--- src/tlb_pkg.sv ---
////////////////////////////////////////////////////////////
// L2 TLB shared definitions
// Widths, VA entry layout, vector typedefs and FSM encodings
////////////////////////////////////////////////////////////

`default_nettype none

package tlb_pkg;

   // Address and config bus widths
   localparam int IN_ADDR_WIDTH  = 32;
   localparam int OUT_ADDR_WIDTH = 40;
   localparam int PAGE_BITS      = 12;   // 4 kB pages
   localparam int CFG_ADDR_WIDTH = 32;
   localparam int CFG_DATA_WIDTH = 64;

   localparam int VPN_WIDTH   = IN_ADDR_WIDTH - PAGE_BITS;
   localparam int PPN_WIDTH   = OUT_ADDR_WIDTH - PAGE_BITS;
   localparam int ENTRY_WIDTH = VPN_WIDTH + 4;

   // VA entry field positions
   localparam int ENTRY_VALID   = 0;
   localparam int ENTRY_RD      = 1;
   localparam int ENTRY_WR      = 2;
   localparam int ENTRY_COH     = 3;
   localparam int ENTRY_VPN_LSB = 4;

   // Default geometry, overridden from the top level
   localparam int DEF_N_SETS    = 32;
   localparam int DEF_N_OFFSETS = 4;
   localparam int DEF_N_BANKS   = 4;

   typedef logic [VPN_WIDTH-1:0]   vpn_t;
   typedef logic [PPN_WIDTH-1:0]   ppn_t;
   typedef logic [PAGE_BITS-1:0]   page_off_t;
   typedef logic [ENTRY_WIDTH-1:0] va_entry_t;

   typedef enum logic [1:0] {SEARCH_IDLE, SEARCH_RUN, SEARCH_DONE} search_state_t;
   typedef enum logic [1:0] {OUT_IDLE, OUT_WAIT_WRITE, OUT_SEND} out_state_t;

endpackage

`default_nettype wire

--- src/search_ctrl.sv ---
////////////////////////////////////////////////////////////
// Search control
// Walks the offsets of a set and decides when a search ends
////////////////////////////////////////////////////////////

`timescale 1ns/1ps
`default_nettype none

module search_ctrl #(
   parameter int N_OFFSETS = tlb_pkg::DEF_N_OFFSETS
) (
   input  logic                         clk_i,
   input  logic                         rst_ni,
   input  logic                         start_i,
   input  logic                         va_we_i,       // VA write pauses the walk
   input  logic                         hit_any_i,
   input  logic                         prot_any_i,
   input  logic                         multi_any_i,
   input  logic                         result_taken_i,
   output logic                         busy_o,
   output logic                         searching_o,
   output logic [$clog2(N_OFFSETS)-1:0] rd_offset_o,
   output logic                         search_done_o
);

   localparam int OFF_W = $clog2(N_OFFSETS);
   localparam logic [OFF_W-1:0] LAST_OFF = OFF_W'(N_OFFSETS - 1);

   tlb_pkg::search_state_t state_q;
   tlb_pkg::search_state_t state_d;
   logic [OFF_W-1:0]       offset_q;
   logic                   last_q;           // Last offset has been read
   logic                   result_valid_q;   // Bank results belong to this search
   logic                   stop;

   assign busy_o        = (state_q != tlb_pkg::SEARCH_IDLE);
   assign searching_o   = (state_q == tlb_pkg::SEARCH_RUN) && !va_we_i && !last_q;
   assign rd_offset_o   = offset_q;
   assign stop          = result_valid_q
                          && (hit_any_i || prot_any_i || multi_any_i || last_q);
   assign search_done_o = (state_q == tlb_pkg::SEARCH_RUN) && stop;

   ////////////////////////////////////////////////////////////
   // Search FSM
   ////////////////////////////////////////////////////////////

   always_comb begin
      state_d = state_q;
      case (state_q)
         tlb_pkg::SEARCH_IDLE: begin
            if (start_i) begin
               state_d = tlb_pkg::SEARCH_RUN;
            end
         end
         tlb_pkg::SEARCH_RUN: begin
            if (stop) begin
               state_d = tlb_pkg::SEARCH_DONE;
            end
         end
         tlb_pkg::SEARCH_DONE: begin
            if (result_taken_i) begin   // Output handshake done
               state_d = tlb_pkg::SEARCH_IDLE;
            end
         end
         default: state_d = tlb_pkg::SEARCH_IDLE;
      endcase
   end

   always_ff @(posedge clk_i) begin
      if (!rst_ni) begin
         state_q        <= tlb_pkg::SEARCH_IDLE;
         offset_q       <= '0;
         last_q         <= 1'b0;
         result_valid_q <= 1'b0;
      end else begin
         state_q        <= state_d;
         result_valid_q <= searching_o;
         if (state_q == tlb_pkg::SEARCH_IDLE && start_i) begin
            offset_q <= '0;   // Every search starts at offset 0
            last_q   <= 1'b0;
         end else if (searching_o) begin
            if (offset_q == LAST_OFF) begin
               last_q <= 1'b1;
            end else begin
               offset_q <= offset_q + 1'b1;
            end
         end
      end
   end

   // The walk never reads past the end of a set
   a_offset_range: assert property (@(posedge clk_i) disable iff (!rst_ni)
      searching_o |-> (rd_offset_o < N_OFFSETS));

endmodule

`default_nettype wire

--- config.mk ---
export PLATFORM = sky130hd
export DESIGN_NAME = search_ctrl
export DESIGN_NICKNAME = d
export VERILOG_FILES = /design/src/tlb_pkg.sv /design/src/search_ctrl.sv
export SDC_FILE = /design/constraint.sdc
export NUM_CORES = 1
export LEC_CHECK = 0
export BUFFER_PORTS_ARGS = -buffer_cell sky130_fd_sc_hd__buf_2
export CAP_MARGIN = 20
export CORE_AREA = 2 2 39 41
export DETAILED_ROUTE_END_ITERATION = 8
export DIE_AREA = 0 0 41 43
export GPL_TIMING_DRIVEN = 1
export SLEW_MARGIN = 5
export SYNTH_ARGS = -nofsm -noshare
export SYNTH_HDL_FRONTEND = slang
export SYNTH_SLANG_ARGS = --single-unit
--- constraint.sdc ---
create_clock -name clk_i -period 2.2 [get_ports clk_i]
set_input_delay 0.33 -clock clk_i [delete_from_list [all_inputs] [get_ports clk_i]]
set_output_delay 0.33 -clock clk_i [all_outputs]
set_load 0.1 [all_outputs]
==> results.yml, run 1 <==
synthesis:
  ys_top_cells_by_count: "dfxtp_1, nor3b_1, a21oi_1, o21ai_0, inv_1"
  syn_area_per_cell_sq_um: 9.65
  yosysMostFrequentCell: "dfxtp_1"
  synth_edf_count: 0
  yosysUniqueCellTypes: 15
  synthCells: 28
  yosys_warnings: 0
  ys_seq_area_share_pct: 44.4
  async_flop_share_pct: 0
  synth_flop_cell: "dfxtp_1"
  ys_seq_elements: 6
  syn_area_sq_um: 270
  synth_top_area_share_pct: 44.4
  ys_top_cells_by_area: "dfxtp_1, nor3b_1, a21oi_1"
  synth.net_count: 37
  yosys.area.top_type: "dfxtp_1"
layout:
  drive_gt1_share_pct: 41.9
  antennaDiodeCount: 0
  final_nets: 54
  fill_cells: 156
  syn_to_final_growth_pct: 39.8
clock_network:
  clock-root-buffer: "clkbuf_4"
  clock_sinks: 6
  hold_buffers: 0
  htree_levels: 1
  path_clk_slew_ps: 40
  ctsLongestPathBuffers: 2
  cts_buffers: 3
  clock_latency_ps: 240
  cts_resized: 0
  cts_tree: "yes"
  post-cts-setup-buffer-count: 0
floorplan:
  rows: 14
  die_w_microns: 41
  dieArea_sq_mm: 0.00176
  ios: 13
  fp.dieH_microns: 43
  fp.coreArea_sq_mm: 0.00138
  initial_core_util_pct: 19.5
timing:
  hold_viol_final: 0
  tightestPinTransition_ps: 548
  period_share_pct: 92.4
  fin_crit_ps: 2030
  skew_ps: 1.74
  maxSlewHeadroom_pct: 63.0
  whs_ps: 333
  maxSlewViolCount: 0
  finalSetupViolations: 0
  max_freq_ghz: 0.492
  setup_tns_ps: 0
  rsz0062_at_grt: "false"
global_routing:
  antenna_found_initial: 0
  track_usage_pct: 7.83
  grt_max_degree: 7
  grt_pass1_wl_microns: 855
  grt_pass1_vias: 202
  overflow: 0
detailed_routing:
  avgViaCountPerCell: 4.46
  num_vias: 263
  wl_met3_microns: 74
  dr_wl_met2_microns: 230
  drcViolationCount: 0
  wl_per_cell_microns: 9.81
  first_pass_iters: 2
  m1WireLength_microns: 275
  top_layer_used: "met3"
  wl_microns: 579
  initialDrtViolationCount: 2
  ant_nets: 0
setup_path:
  critPathArrivalTime_ps: 1700
  cp-end-kind: "output pin"
  slowest_stage: "or4b_4"
  cp.depth: 3
  cp_cell_sequence: "or4b_4, inv_1, buf_2"
  cp_slowest_stage_delay_ps: 560
  path_max_fanout: 6
  reg2reg_depth: 3
  crit_path_start_kind: "register"
  path_delay_family: "simple AND/OR/NAND/NOR gates"
  cp.required_ps: 1870
  worstSetupPathType: "register to output pin"
  worst-path-buf-inv: 2
place:
  portBuffers: 12
  gp_congestion: 0.689
min_path:
  min_path_type: "input port to register"
  hold_depth: 2
pwr:
  power.static_leakage_uw: 0.000176
  peakVddDrop_mv: 0.288
  power_density_mw_per_mm2: 708
flow_run:
  drv_cap: 0
outcome:
  status: "finished, final reports clean"
[flip-flops by register name, summed over array words and instances (netlist names)]
register / flops
rd_offset_o: 2
state_q: 2
last_q: 1
result_valid_q: 1
[power breakdown]
group	internal (uW)	total [uW]	switching, uW
Combinational	15.1	53.6	38.5
Clock	61.5	98.3	36.8
Sequential	113	116	3.30
Total	189	268	78.6
[metal layers]
metal,up-vias,GRT usage [%]
li1,134,-
met1,116,9.32
met2,13,9.69
met3,0,7.85
met4,0,2.00
met5,-,0
[cell type report]
cell class / count / area [sq um] / share of cell area (%)
multi-input cells: 20 / 148 / 39.1
repair buffers: 12 / 60.1 / 15.9
inverters: 2 / 7.51 / 1.99
clock buffers: 3 / 22.5 / 5.96
well taps: 16 / 20.0 / 5.30
flip-flops and latches: 6 / 120 / 31.8
[worst reg2reg max path: cells and delay by family, from the launching register on]
family / cells / cell delay (ps)
compound gates: 1 / 140
simple gates: 2 / 880
flops: 1 / 350
[per-stage QoR]
step	setup slack (ps)	power [uW]	cells	utilization (%)	instance area, sq um
2_1_floorplan	172	158	28	-	275
3_3_place_gp	399	171	56	25.7	355
3_5_place_dp	401	172	56	25.7	355
4_1_cts	155	276	59	27.3	378
5_1_grt	99.1	286	59	27.3	378
6_report	167	268	59	27.3	378
[worst paths after layout]
| kind | startpoint | endpoint | slack [ps] |
|---|---|---|---|
| setup / recovery | state_q[1] | searching_o | 170 |
| hold / removal | rst_ni | state_q[1] | 330 |
| setup reg to reg | state_q[1] | rd_offset_o[0] | 760 |
| hold reg to reg | rd_offset_o[1] | rd_offset_o[1] | 500 |
[kinds of logic after synthesis]
group,share of synthesized area [%]
multiplexers,3.70
flip-flops,44.4
AND/OR/NAND/NOR,27.3
adder cells (fa/ha/maj),4.63
buffers and inverters,2.78
AO/OA/AOI/OAI,17.1
[placed cells by master, fill, tap and decap left out, drive strengths merged, types with 2 or more instances in the layout]
cell,synthesis,final
o21ai,3,3
a21oi,3,3
clkbuf,0,3
dfxtp,6,6
nor3b,4,4
inv,2,2
buf,0,12
Note: power is estimated with default switching activity, not from simulation.
==> run 2: changes to the inputs <==
--- a/config.mk
+++ b/config.mk
@@ -7,10 +7,13 @@
 export LEC_CHECK = 0
 export BUFFER_PORTS_ARGS = -buffer_cell sky130_fd_sc_hd__buf_2
 export CAP_MARGIN = 20
+export CELL_PAD_IN_SITES_DETAIL_PLACEMENT = 0
+export CELL_PAD_IN_SITES_GLOBAL_PLACEMENT = 1
 export CORE_AREA = 2 2 39 41
 export DETAILED_ROUTE_END_ITERATION = 8
 export DIE_AREA = 0 0 41 43
 export GPL_TIMING_DRIVEN = 1
+export PLACE_DENSITY = 0.57
 export SLEW_MARGIN = 5
 export SYNTH_ARGS = -nofsm -noshare
 export SYNTH_HDL_FRONTEND = slang
==> run 2 against run 1 <==
Net effect: wire length decreased by 3.6%; register-to-register slack barely moved; highest routed layer is now met4; critical path depth is the same; critical endpoint unchanged; final cell count unchanged.
==> results.yml, run 2 (synthesized netlist as in run 1, its figures left out) <==
setup_path:
  worstSetupPathType: "register to output pin"
  cp_slowest_stage_delay_ps: 560
  slowest_stage: "or4b_4"
  path_max_fanout: 6
  cp.required_ps: 1870
  cp_cell_sequence: "or4b_4, inv_1, buf_2"
  cp-end-kind: "output pin"
  critPathArrivalTime_ps: 1680
  crit_path_start_kind: "register"
  reg2reg_depth: 3
timing:
  fin_crit_ps: 2010
  period_share_pct: 91.6
  max_freq_ghz: 0.496
  maxSlewHeadroom_pct: 67.6
  setup_tns_ps: 0
  rsz0062_at_grt: "false"
  hold_viol_final: 0
  finalSetupViolations: 0
  maxSlewViolCount: 0
  whs_ps: 338
  skew_ps: 0.212
  timing.final.ws_setup_ps: 186
  tightestPinTransition_ps: 489
global_routing:
  grt_pass1_wl_microns: 959
  grt_pass1_vias: 245
  grt-busiest-layer: "met1"
  grt_util_met3_pct: 4.19
  overflow: 0
  track_usage_pct: 8.25
  gr-usage-met2_pct: 10.0
  antenna_found_initial: 0
  grt_max_degree: 7
  met1_usage_pct: 10.7
place:
  place_hpwl_microns: 483
  place_ws_ps: 406
  portBuffers: 12
  gp_congestion: 0.651
layout:
  finalCoreUtilization_pct: 27.3
  multi_input_area_sq_um: 148
  final_nets: 54
  drive_gt1_share_pct: 41.9
  syn_to_final_growth_pct: 39.8
  antennaDiodeCount: 0
  fill_cells: 153
  layout_commonest_cell: "buf_2"
  regArea_sq_um: 120
  final_cell_mix: "buf_2, dfxtp_1"
clock_network:
  clock_latency_ps: 240
  cts_tree: "yes"
  ctsLongestPathBuffers: 2
  clock_sinks: 6
  htree_levels: 1
  post-cts-setup-buffer-count: 0
  cts_resized: 0
  cts_buffers: 3
  hold_buffers: 0
  clock-root-buffer: "clkbuf_4"
  path_clk_slew_ps: 40
outcome:
  status: "finished, final reports clean"
detailed_routing:
  first_pass_iters: 1
  wl_microns: 558
  wl_per_cell_microns: 9.46
  initialDrtViolationCount: 0
  avgViaCountPerCell: 4.37
  drcViolationCount: 0
  num_vias: 258
  ant_nets: 0
min_path:
  min_path_type: "input port to register"
  hold_depth: 2
floorplan:
  rows: 14
  die_w_microns: 41
  fp.coreArea_sq_mm: 0.00138
  dieArea_sq_mm: 0.00176
  ios: 13
  fp.dieH_microns: 43
  initial_core_util_pct: 19.5
pwr:
  p_seq_share_pct: 43.2
  power_density_mw_per_mm2: 710
  p_clk_share_pct: 36.9
  peakVddDrop_mv: 0.241
  power.internal_uw: 189
  p_sw_share_pct: 29.5
  combPwrFrac_pct: 19.9
  power.static_leakage_uw: 0.000176
  power_switching_uw: 79.1
flow_run:
  drv_cap: 0
==> run 2: cell counts in the layout (fill, tap and decap cells not counted) <==
Identical to the previous run, type by type.
==> run 2: per-layer routing <==
| metal | up-vias | wire [microns] |
|---|---|---|
| li1 | 135 | - |
| met1 | 108 | 271 |
| met2 | 13 | 213 |
| met3 | 2 | 67 |
| met4 | 0 | 6 |
| met5 | - | 0 |
==> run 2: final timing paths <==
check	from	end	slack, ps
setup / recovery	state_q[1]	searching_o	190
hold / removal	rst_ni	state_q[1]	340
setup reg to reg	state_q[1]	rd_offset_o[0]	770
hold reg to reg	rd_offset_o[1]	rd_offset_o[1]	500
==> run 2: power by group through the flow <==
stage               logic, uW  clock network [uW]  registers (uW)
floorplan                34.7                   0             124
global placement         54.2                   0             118
detailed placement       53.9                   0             118
CTS                      54.0                 106             116
global route             56.8                 110             117
finish                   53.4                99.0             116
==> run 2: final cells by class <==
class	instances	area share (%)
multi-input cells	20	39.1
inverters	2	1.99
clock buffers	3	5.96
flip-flops and latches	6	31.8
well taps	16	5.30
repair buffers	12	15.9
==> run 2: stage by stage <==
stage,power [uW],area (sq um),instances
CTS,276,378,59
global placement,172,355,56
detailed placement,172,355,56
finish,268,378,59
floorplan,158,275,28
global route,283,378,59
==> run 2: worst max-delay path, delay by kind of cell (launching register included) <==
kind,cells,cell delay [ps]
buffers and inverters,2,530
flip-flops,1,350
AND/OR/NAND/NOR,1,560
