==> config.mk <==
export PLATFORM = sky130hd
export DESIGN_NAME = hit_merge
export DESIGN_NICKNAME = d
export VERILOG_FILES = /design/src/tlb_pkg.sv /design/src/hit_merge.sv
export SDC_FILE = /design/constraint.sdc
export NUM_CORES = 1
export LEC_CHECK = 0
export ABC_AREA = 1
export BUFFER_PORTS_ARGS = -buffer_cell sky130_fd_sc_hd__buf_2
export CORE_MARGIN = 4
export CORE_UTILIZATION = 33
export DETAILED_ROUTE_END_ITERATION = 8
export PLACE_DENSITY = 0.95
export SLEW_MARGIN = 10
export SYNTH_ARGS = -nofsm -noshare
export SYNTH_HDL_FRONTEND = slang
export SYNTH_SLANG_ARGS = --single-unit
==> constraint.sdc <==
create_clock -name vclk -period 0.9
set_clock_uncertainty 0.2 [all_clocks]
set_input_delay 0.135 -clock vclk [all_inputs]
set_output_delay 0.135 -clock vclk [all_outputs]
set_load 0.02 [all_outputs]
==> src/tlb_pkg.sv <==
////////////////////////////////////////////////////////////
// L2 TLB shared definitions
// Widths, VA entry layout, vector typedefs and FSM encodings
////////////////////////////////////////////////////////////

`default_nettype none

package tlb_pkg;

   // Address and config bus widths
   localparam int IN_ADDR_WIDTH  = 32;
   localparam int OUT_ADDR_WIDTH = 40;
   localparam int PAGE_BITS      = 12;   // 4 kB pages
   localparam int CFG_ADDR_WIDTH = 32;
   localparam int CFG_DATA_WIDTH = 64;

   localparam int VPN_WIDTH   = IN_ADDR_WIDTH - PAGE_BITS;
   localparam int PPN_WIDTH   = OUT_ADDR_WIDTH - PAGE_BITS;
   localparam int ENTRY_WIDTH = VPN_WIDTH + 4;

   // VA entry field positions
   localparam int ENTRY_VALID   = 0;
   localparam int ENTRY_RD      = 1;
   localparam int ENTRY_WR      = 2;
   localparam int ENTRY_COH     = 3;
   localparam int ENTRY_VPN_LSB = 4;

   // Default geometry, overridden from the top level
   localparam int DEF_N_SETS    = 32;
   localparam int DEF_N_OFFSETS = 4;
   localparam int DEF_N_BANKS   = 4;

   typedef logic [VPN_WIDTH-1:0]   vpn_t;
   typedef logic [PPN_WIDTH-1:0]   ppn_t;
   typedef logic [PAGE_BITS-1:0]   page_off_t;
   typedef logic [ENTRY_WIDTH-1:0] va_entry_t;

   typedef enum logic [1:0] {SEARCH_IDLE, SEARCH_RUN, SEARCH_DONE} search_state_t;
   typedef enum logic [1:0] {OUT_IDLE, OUT_WAIT_WRITE, OUT_SEND} out_state_t;

endpackage

`default_nettype wire

==> src/hit_merge.sv <==
////////////////////////////////////////////////////////////
// Hit merge across the VA banks
////////////////////////////////////////////////////////////

`timescale 1ns/1ps
`default_nettype none

module hit_merge #(
   parameter int N_SETS    = tlb_pkg::DEF_N_SETS,
   parameter int N_OFFSETS = tlb_pkg::DEF_N_OFFSETS,
   parameter int N_BANKS   = tlb_pkg::DEF_N_BANKS
) (
   input  logic [N_BANKS-1:0]                                         bank_hit_i,
   input  logic [N_BANKS-1:0]                                         bank_prot_i,
   input  logic [N_BANKS-1:0]                                         bank_multi_i,
   input  logic [N_BANKS-1:0]                                         bank_coh_i,
   input  logic [N_BANKS-1:0][$clog2(N_SETS)+$clog2(N_OFFSETS):0]     bank_entry_i,
   output logic                                                       hit_any_o,
   output logic                                                       prot_any_o,
   output logic                                                       multi_any_o,
   output logic                                                       coh_sel_o,
   output logic [$clog2(N_SETS)+$clog2(N_OFFSETS)+$clog2(N_BANKS):0] pa_index_o
);

   localparam int IDX_W = $clog2(N_SETS) + 1 + $clog2(N_OFFSETS) + $clog2(N_BANKS);

   assign prot_any_o = |bank_prot_i;

   // Scan from the top so the lowest hitting bank is the last one kept
   always_comb begin
      hit_any_o   = 1'b0;
      multi_any_o = 1'b0;
      coh_sel_o   = 1'b0;
      pa_index_o  = '0;
      for (int b = N_BANKS - 1; b >= 0; b--) begin
         if (bank_hit_i[b]) begin
            multi_any_o = multi_any_o | hit_any_o | bank_multi_i[b];   // Second hit is multi
            hit_any_o   = 1'b1;
            coh_sel_o   = bank_coh_i[b];
            pa_index_o  = IDX_W'(bank_entry_i[b] * N_BANKS + b);
         end
      end
   end

endmodule

`default_nettype wire

==> results.ini, run 1 <==
[global_route]
overflow = 0
grt_pass1_vias = 947
grt_usage_pct = 26.3
grt_max_degree = 23
grt_pass1_wl_um = 4020
grt_antenna_before_repair = 0

[detailed_routing]
dr.first_iter.drc_count = 22
post_drt_wl_per_cell_um = 17.7
drt-total-wl_um = 3200
vias_per_cell = 5.57
firstDrtPassIters = 5
drc = 0
vias = 1008
ant_nets = 0

[floorplan]
die_h_um = 45.2
io_pins = 62
row_count = 13
core-area_um2 = 1300
start_util_pct = 35.1
die_area_um2 = 2040
die_x_um = 45.2

[logic_synthesis]
synth.cell_area_um2 = 457
synth_largest_area_cell = nand2_1
syn-num-nets = 151
synth_top_area_share_pct = 37.8
ys_seq_area_share_pct = 0
syn_inst = 103
postSynthAreaPerCell_um2 = 4.43
ys_types = 11
synth-warning-count = 0
ys_top_cells_by_area = nand2_1, nor2_1, nand3_1

[critical_path]
cp_slowest_cell = buf_12
cp_num_buf_inv = 3
critPathMaxStageDelay_ns = 0.13
startpoint_type = input port
crit_start = bank_hit_i[2]
cp.arrival_ns = 0.89
worstSetupPathDepth = 7
timing_worst_setup_path_type = input port to output pin
path_cells = buf_12, buf_12, a21oi_2, nand2_1, nand2_1, nand2_2, buf_6
crit_fanout = 6
cp-end-kind = output pin
cpLargestDelayFamily = buffers and inverters
crit_required_ns = 0.56

[sta]
tightest_slew_ns = 0.182
relSlewSlack_pct = 87.9
setup_viol = 14
fmax_ghz = 0.816
hold_viol = 0
rsz0062_at_grt = true
maxSlewViolCount = 0
setup_slack_ns = -0.326
period_share_pct = 136
post-route-min-period_ns = 1.23
whs_ns = 0.359

[place]
portBuffers = 62
place_area_um2 = 845
routabilityCongestion = 0.688
dpl.hpwl_um = 1560
place.detailed.instances = 176

[flow_run]
drv_cap = 0

[min_path]
hp-class = input port to output pin
whs_path_depth = 4
min_from = bank_entry_i[6]

[power]
p_leak_uw = 0.000610
finalPower_uw = 666
p_per_area_nw_per_um2 = 578
ir_drop_mv = 0.482

[cells_and_area]
nNetsFinal = 216
postLayoutCellArea_um2 = 1150
synthToLayoutAreaGrowth_pct = 152
multi_input_area_um2 = 517
n_antenna_cell = 0
seq_cell_count = 0
n_fill_cell = 60
stdcell_count = 181
drive_above_1_share_pct = 67.5
regArea_um2 = 0
utilization_pct = 88.6
clkbuf_count = 0

[run_status]
status = complete, but fails checks
violations = setup timing

[clock_network]
cts-hold-fix-buffers = 0

==> metal layers <==
layer	track usage, %	wire length, µm	up-vias
met2	48.3	1600	84
met3	3.19	341	24
met1	29.6	1100	449
li1	-	-	451
met4	11.7	157	0
met5	0	0	-
==> repair_timing <==
action                     4_1_cts  5_1_grt
setup buffers                    1        3
resized for setup               53       17
cloned                           1        1
hold endpoints to repair         0        0
setup endpoints to repair       13       14
pin swaps                        6        6
==> power by group <==
group	internal (µW)	total, µW	switching, µW
sequential	0	0	0
clock	0	0	0
combinational	328	666	338
==> synthesized netlist by cell type (all sizes together) <==
cell type  count
nand2         46
nand3         11
nor2          23
nor3           1
a21oi         10
buf            7
inv            5
==> area by class of cell <==
| cell class | instances | share of cell area (%) |
|---|---|---|
| timing repair inverter | 1 | 0.760 |
| multi-input combinational | 91 | 44.8 |
| timing repair buffer | 69 | 49.5 |
| inverter | 5 | 3.26 |
| tap | 15 | 1.63 |
==> worst min-delay path, delay by kind of cell <==
kind / cells / cell delay, ns
AND/OR/NAND/NOR: 2 / 0.11
buffers and inverters: 2 / 0.19
==> placed cells by master (no fill, tap or decap), types with 3 or more instances in the layout <==
master	count
nand2_2	13
nor2_2	10
nor2_1	10
buf_12	3
inv_1	3
buf_2	42
buf_6	20
nor2_4	3
nand2_1	32
nand3_1	9
a21oi_2	9
==> kinds of logic (layout without fill, tap and decap cells) <==
kind of cell,Yosys count,count (layout),share of synthesized area [%]
and+or+nand+nor,81,81,74.2
buffers and inverters,12,75,14.8
AOI/OAI and AO/OA,10,10,11.0
==> path summary, 6_finish.rpt <==
kind	endpoint	slack [ns]
max	pa_index_o[3]	-0.33
min	pa_index_o[8]	0.36
==> stage by stage <==
stage	setup TNS [ns]	worst slack [ns]
final	-3.03	-0.326
after global routing	-3.48	-0.339
after CTS	-2.36	-0.222
after detailed placement	-5.01	-0.436
after global placement	-4.64	-0.403
after floorplan	-0.0749	-0.0619
Note: power is estimated with default switching activity, not from simulation.
==> run 2, diff against run 1 <==
--- a/config.mk
+++ b/config.mk
@@ -7,10 +7,10 @@
 export LEC_CHECK = 0
 export ABC_AREA = 1
 export BUFFER_PORTS_ARGS = -buffer_cell sky130_fd_sc_hd__buf_2
-export CORE_MARGIN = 4
 export CORE_UTILIZATION = 33
 export DETAILED_ROUTE_END_ITERATION = 8
 export PLACE_DENSITY = 0.95
+export SKIP_LAST_GASP = 1
 export SLEW_MARGIN = 10
 export SYNTH_ARGS = -nofsm -noshare
 export SYNTH_HDL_FRONTEND = slang
==> run 2 against run 1 <==
Against the previous run:
- cell count fell by 0.55%
- non-clock buffer count did not move
- worst hold slack got worse by 0.0071 ns
- clock-buffer cell count did not move
- the run still ends with setup timing left
- combinational power barely moved
- first-iteration DRC count rose by 120%
- critical path depth did not move
- sequential cell count did not move
- highest routed layer unchanged
- cell area rose by 0.22%
- sequential share of layout area did not move
- worst setup slack improved by 0.049 ns
==> results.ini, run 2 (synthesis gave the netlist of run 1 again) <==
[cells_and_area]
drive_above_1_share_pct = 65.5  ; -2.0 points
postLayoutCellArea_um2 = 1150  ; +0.22%
n_antenna_cell = 0  ; unchanged
seq_cell_count = 0  ; unchanged
nNetsFinal = 215  ; -0.46%
layout_common_cells = buf_2, nand2_1, buf_6
n_fill_cell = 62  ; +3.3%
final_common_cell = buf_2
clkbuf_count = 0  ; unchanged
multi_input_area_um2 = 512  ; -0.97%
regArea_um2 = 0  ; unchanged
synthToLayoutAreaGrowth_pct = 153

[clock_network]
cts-hold-fix-buffers = 0  ; unchanged

[critical_path]
timing_worst_setup_path_type = input port to output pin
cp_common_cell = nand2_1
cp_slowest_cell = buf_8
critPathMaxStageDelay_ns = 0.13  ; about the same
cp.arrival_ns = 0.84  ; -0.05 ns
cpLargestDelayFamily = buffers and inverters
path_cells = buf_12, buf_8, a21oi_2, nand2_1, nand2_1, nand2_2, buf_6
startpoint_type = input port
crit_fanout = 5  ; -1
crit_required_ns = 0.56  ; about the same
cp-end-kind = output pin
cp_num_buf_inv = 3  ; unchanged

[power]
power_switching_share_pct = 50.0  ; -0.72 points
ir_drop_mv = 0.394  ; -18%
p_clk_share_pct = 0  ; unchanged
pwr-share-seq_pct = 0  ; unchanged
combinationalPowerShare_pct = 100.0  ; about the same
p_per_area_nw_per_um2 = 577  ; -0.18%
p_int_uw = 333  ; +1.5%
p_leak_uw = 0.000599  ; -1.9%
p_sw_uw = 333  ; -1.4%

[global_route]
grt_pass1_wl_um = 3300  ; -18%
grt_usage_pct = 31.0  ; +4.7 points
overflow = 0  ; unchanged
grt_max_degree = 23  ; unchanged
grt_pass1_vias = 807  ; -15%
grt_antenna_before_repair = 0  ; unchanged

[sta]
maxSlewViolCount = 0  ; unchanged
fmax_ghz = 0.849  ; +4.1%
rsz0062_at_grt = true
post-route-min-period_ns = 1.18  ; -0.0487 ns
setup_slack_ns = -0.277  ; +0.0487 ns
whs_ns = 0.352  ; -0.00708 ns
period_share_pct = 131  ; -5.4 points
hold_viol = 0  ; unchanged
relSlewSlack_pct = 89.3  ; +1.5 points
tightest_slew_ns = 0.159  ; -0.0224 ns
setup_viol = 13  ; -1

[floorplan]
io_pins = 62  ; unchanged
row_count = 13  ; unchanged
start_util_pct = 35.1  ; unchanged
die_h_um = 39.2  ; -13%
die_x_um = 39.2  ; -13%
core-area_um2 = 1300  ; unchanged
die_area_um2 = 1540  ; -25%

[min_path]
hp-class = input port to output pin

[detailed_routing]
vias_per_cell = 5.69  ; +2.3%
dr.first_iter.drc_count = 49  ; +120%
ant_nets = 0  ; unchanged
vias = 1025  ; +1.7%
post_drt_wl_per_cell_um = 16.7  ; -5.8%
drc = 0  ; unchanged
drt-total-wl_um = 3000  ; -6.3%
firstDrtPassIters = 4  ; -1

[place]
dpl.hpwl_um = 1360  ; -13%
routabilityCongestion = 0.675  ; -1.8%
place_area_um2 = 860  ; +1.8%
portBuffers = 62  ; unchanged

[run_status]
violations = setup timing
status = complete, but fails checks

[flow_run]
drv_cap = 0  ; unchanged

run 2: cell count changes in the layout (fill, tap and decap cells not counted), sizes merged:
cell | previous run | this run
buf | 68 | 69
bufbuf | 1 | 0
inv | 6 | 5
run 2: path summary, 6_finish.rpt:
path | startpoint | to | depth (start not counted) | slack [ns]
min | bank_entry_i[6] | pa_index_o[8] | 4 | 0.35
max | bank_hit_i[2] | pa_index_o[9] | 7 | -0.28
run 2: what timing repair did:
| item | CTS | global route |
|---|---|---|
| endpoints found under the hold margin | 0 | 0 |
| setup endpoints to repair | 14 | 14 |
| buffers inserted | 1 | 0 |
| pin swaps | 8 | 15 |
| resized for setup | 56 | 19 |
| cloned | 1 | 0 |
run 2: per-layer routing:
metal / global-route usage (%) / part of all wire [%]
met5: 0 / 0
met4: 6.03 / 5.7
met3: 3.47 / 9.3
met2: 62.9 / 51
met1: 33.1 / 33
run 2: tightest hold or removal path, stage by stage:
cell and delay (ns):
buf_2 0.07, nand2_1 0.05, nand2_2 0.06, buf_6 0.10
run 2: cell type report:
type	instances	area share (%)
timing repair buffer	69	50.7
multi-input combinational	91	44.3
inverter	5	3.36
tap	15	1.63
run 2: power by group through the flow:
stage	sequential (µW)	combinational (µW)	clock, µW
2_1_floorplan	0	278	0
3_3_place_gp	0	439	0
3_5_place_dp	0	453	0
4_1_cts	0	597	0
5_1_grt	0	697	0
6_report	0	666	0
run 2: per-stage QoR:
stage / util (%) / std cells / setup TNS, ns / total power, µW / setup WS, ns
global route: 88.8 / 180 / -3.16 / 697 / -0.307
CTS: 83.7 / 180 / -2.46 / 597 / -0.228
floorplan: - / 103 / -0.0749 / 278 / -0.0619
detailed placement: 66.1 / 178 / -4.07 / 453 / -0.344
global placement: 66.1 / 178 / -3.81 / 439 / -0.327
finish: 88.8 / 180 / -2.84 / 666 / -0.277
==> run 3, diff against run 2 <==
--- a/config.mk
+++ b/config.mk
@@ -7,7 +7,10 @@
 export LEC_CHECK = 0
 export ABC_AREA = 1
 export BUFFER_PORTS_ARGS = -buffer_cell sky130_fd_sc_hd__buf_2
-export CORE_UTILIZATION = 33
+export CAP_MARGIN = 20
+export CELL_PAD_IN_SITES_DETAIL_PLACEMENT = 1
+export CELL_PAD_IN_SITES_GLOBAL_PLACEMENT = 1
+export CORE_UTILIZATION = 17
 export DETAILED_ROUTE_END_ITERATION = 8
 export PLACE_DENSITY = 0.95
 export SKIP_LAST_GASP = 1
==> run 3 against run 2 <==
Against the previous run:
- the run still ends with setup timing left
- routed wire length fell by 18%
- die area rose by 89%
- cell count up 9.4%
- critical path depth stayed put
- fmax grew 4.1%
- first-iteration DRC count fell by 98%
- sequential cell count unchanged
- critical endpoint is now pa_index_o[8]
- largest cell class unchanged
==> results.ini, run 3 (synthesis gave the netlist of run 1 again) <==
[critical_path]
timing_worst_setup_path_type = input port to output pin
cp.arrival_ns = 0.80  ; -0.04 ns
crit_start = bank_hit_i[2]
cp_common_cell = nand2_2
crit_fanout = 5  ; unchanged
cp-end-kind = output pin
path_cells = buf_12, buf_8, a21oi_2, nand2_1, nand2_2, nand2_2, buf_6
crit_required_ns = 0.56  ; about the same
critPathMaxStageDelay_ns = 0.12  ; about the same
startpoint_type = input port
cp_slowest_cell = buf_12

[sta]
setup_viol = 13  ; unchanged
relSlewSlack_pct = 88.0  ; -1.3 points
period_share_pct = 126  ; -5.1 points
post-route-min-period_ns = 1.13  ; -0.0459 ns
hold_viol = 0  ; unchanged
rsz0062_at_grt = true
tightest_slew_ns = 0.180  ; +0.0206 ns
fmax_ghz = 0.884  ; +4.1%
maxSlewViolCount = 0  ; unchanged
setup_slack_ns = -0.232  ; +0.0459 ns

[global_route]
overflow = 0  ; unchanged
grt_usage_pct = 15.7  ; -15 points
grt_pass1_vias = 846  ; +4.8%
grt_antenna_before_repair = 0  ; unchanged
grt_max_degree = 23  ; unchanged
grt_pass1_wl_um = 3450  ; +4.6%

[power]
combinationalPowerShare_pct = 100.0  ; about the same
ir_drop_mv = 0.241  ; -39%
p_leak_uw = 0.000613  ; +2.4%
p_int_uw = 327  ; -1.8%
power_switching_share_pct = 47.9  ; -2.1 points
p_sw_uw = 300  ; -9.8%
p_per_area_nw_per_um2 = 540  ; -6.3%
p_clk_share_pct = 0  ; unchanged
pwr-share-seq_pct = 0  ; unchanged

[min_path]
whs_path_depth = 4  ; unchanged
min_from = bank_prot_i[0]
hp-class = input port to output pin

[cells_and_area]
seq_cell_count = 0  ; unchanged
layout_common_cells = buf_2, nand2_1, buf_6
synthToLayoutAreaGrowth_pct = 154
nNetsFinal = 217  ; +0.93%
drive_above_1_share_pct = 65.9  ; +0.41 points
clkbuf_count = 0  ; unchanged
postLayoutCellArea_um2 = 1160  ; +0.54%
n_fill_cell = 346  ; +460%
regArea_um2 = 0  ; unchanged
final_common_cell = buf_2
n_antenna_cell = 0  ; unchanged

[place]
post-place-ws_ns = -0.444  ; -0.0997 ns
place_area_um2 = 858  ; -0.15%
portBuffers = 62  ; unchanged
routabilityCongestion = 0.617  ; -8.6%
dpl.hpwl_um = 1570  ; +16%

[run_status]
status = complete, but fails checks
violations = setup timing

[floorplan]
core-area_um2 = 2500  ; +92%
die_area_um2 = 2900  ; +89%
row_count = 18  ; +5
die_x_um = 53.8  ; +37%
die_h_um = 53.8  ; +37%
start_util_pct = 18.3  ; -17 points
io_pins = 62  ; unchanged

[detailed_routing]
ant_nets = 0  ; unchanged
dr.first_iter.drc_count = 1  ; -98%
vias_per_cell = 4.47  ; -22%
firstDrtPassIters = 2  ; -2
drc = 0  ; unchanged
drt-total-wl_um = 2470  ; -18%
post_drt_wl_per_cell_um = 12.5  ; -25%
vias = 880  ; -14%

[flow_run]
drv_cap = 0  ; unchanged

## run 3: critical path: cells and delay by family
kind / cells / cell delay, ns
buf+inv: 3 / 0.36
simple gates: 3 / 0.19
compound gates: 1 / 0.10
## run 3: per-stage QoR
stage	std cells	hold WS (ns)	total power, µW	setup TNS, ns	util [%]
2_1_floorplan	103	0.206	278	-0.0749	-
3_3_place_gp	192	0.359	442	-4.89	34.3
3_5_place_dp	192	0.370	448	-5.09	34.3
4_1_cts	195	0.357	585	-2.55	43.3
5_1_grt	197	0.372	678	-3.13	46.4
6_report	197	0.351	627	-2.64	46.4
## run 3: area by class of cell
cell class | instances | area, µm² | share of cell area [%]
inverter | 5 | 37.5 | 3.23
multi-input combinational | 91 | 504 | 43.4
tap | 30 | 37.5 | 3.23
timing repair buffer | 71 | 582 | 50.1
## run 3: power by group through the flow
stage | Combinational, µW | Sequential (µW) | Clock, µW
global placement | 442 | 0 | 0
global route | 678 | 0 | 0
detailed placement | 448 | 0 | 0
finish | 627 | 0 | 0
CTS | 585 | 0 | 0
floorplan | 278 | 0 | 0
## run 3: timing repair
item	in CTS	in global routing
setup buffers	2	1
endpoints found under the setup margin	13	14
gates cloned	1	1
hold buffers	0	0
pin swaps	8	4
gates resized for setup	52	12
## run 3: path summary, 6_finish.rpt
path                       endpoint  slack (ns)
worst max-delay path  pa_index_o[8]       -0.23
worst min-delay path     prot_any_o        0.35
## run 3: metal layers
layer	up-vias	routed length (µm)	track usage (%)
met5	-	0	0
met4	0	21	0
met3	2	168	0.565
met2	39	1300	32.7
met1	385	973	18.2
li1	454	-	-
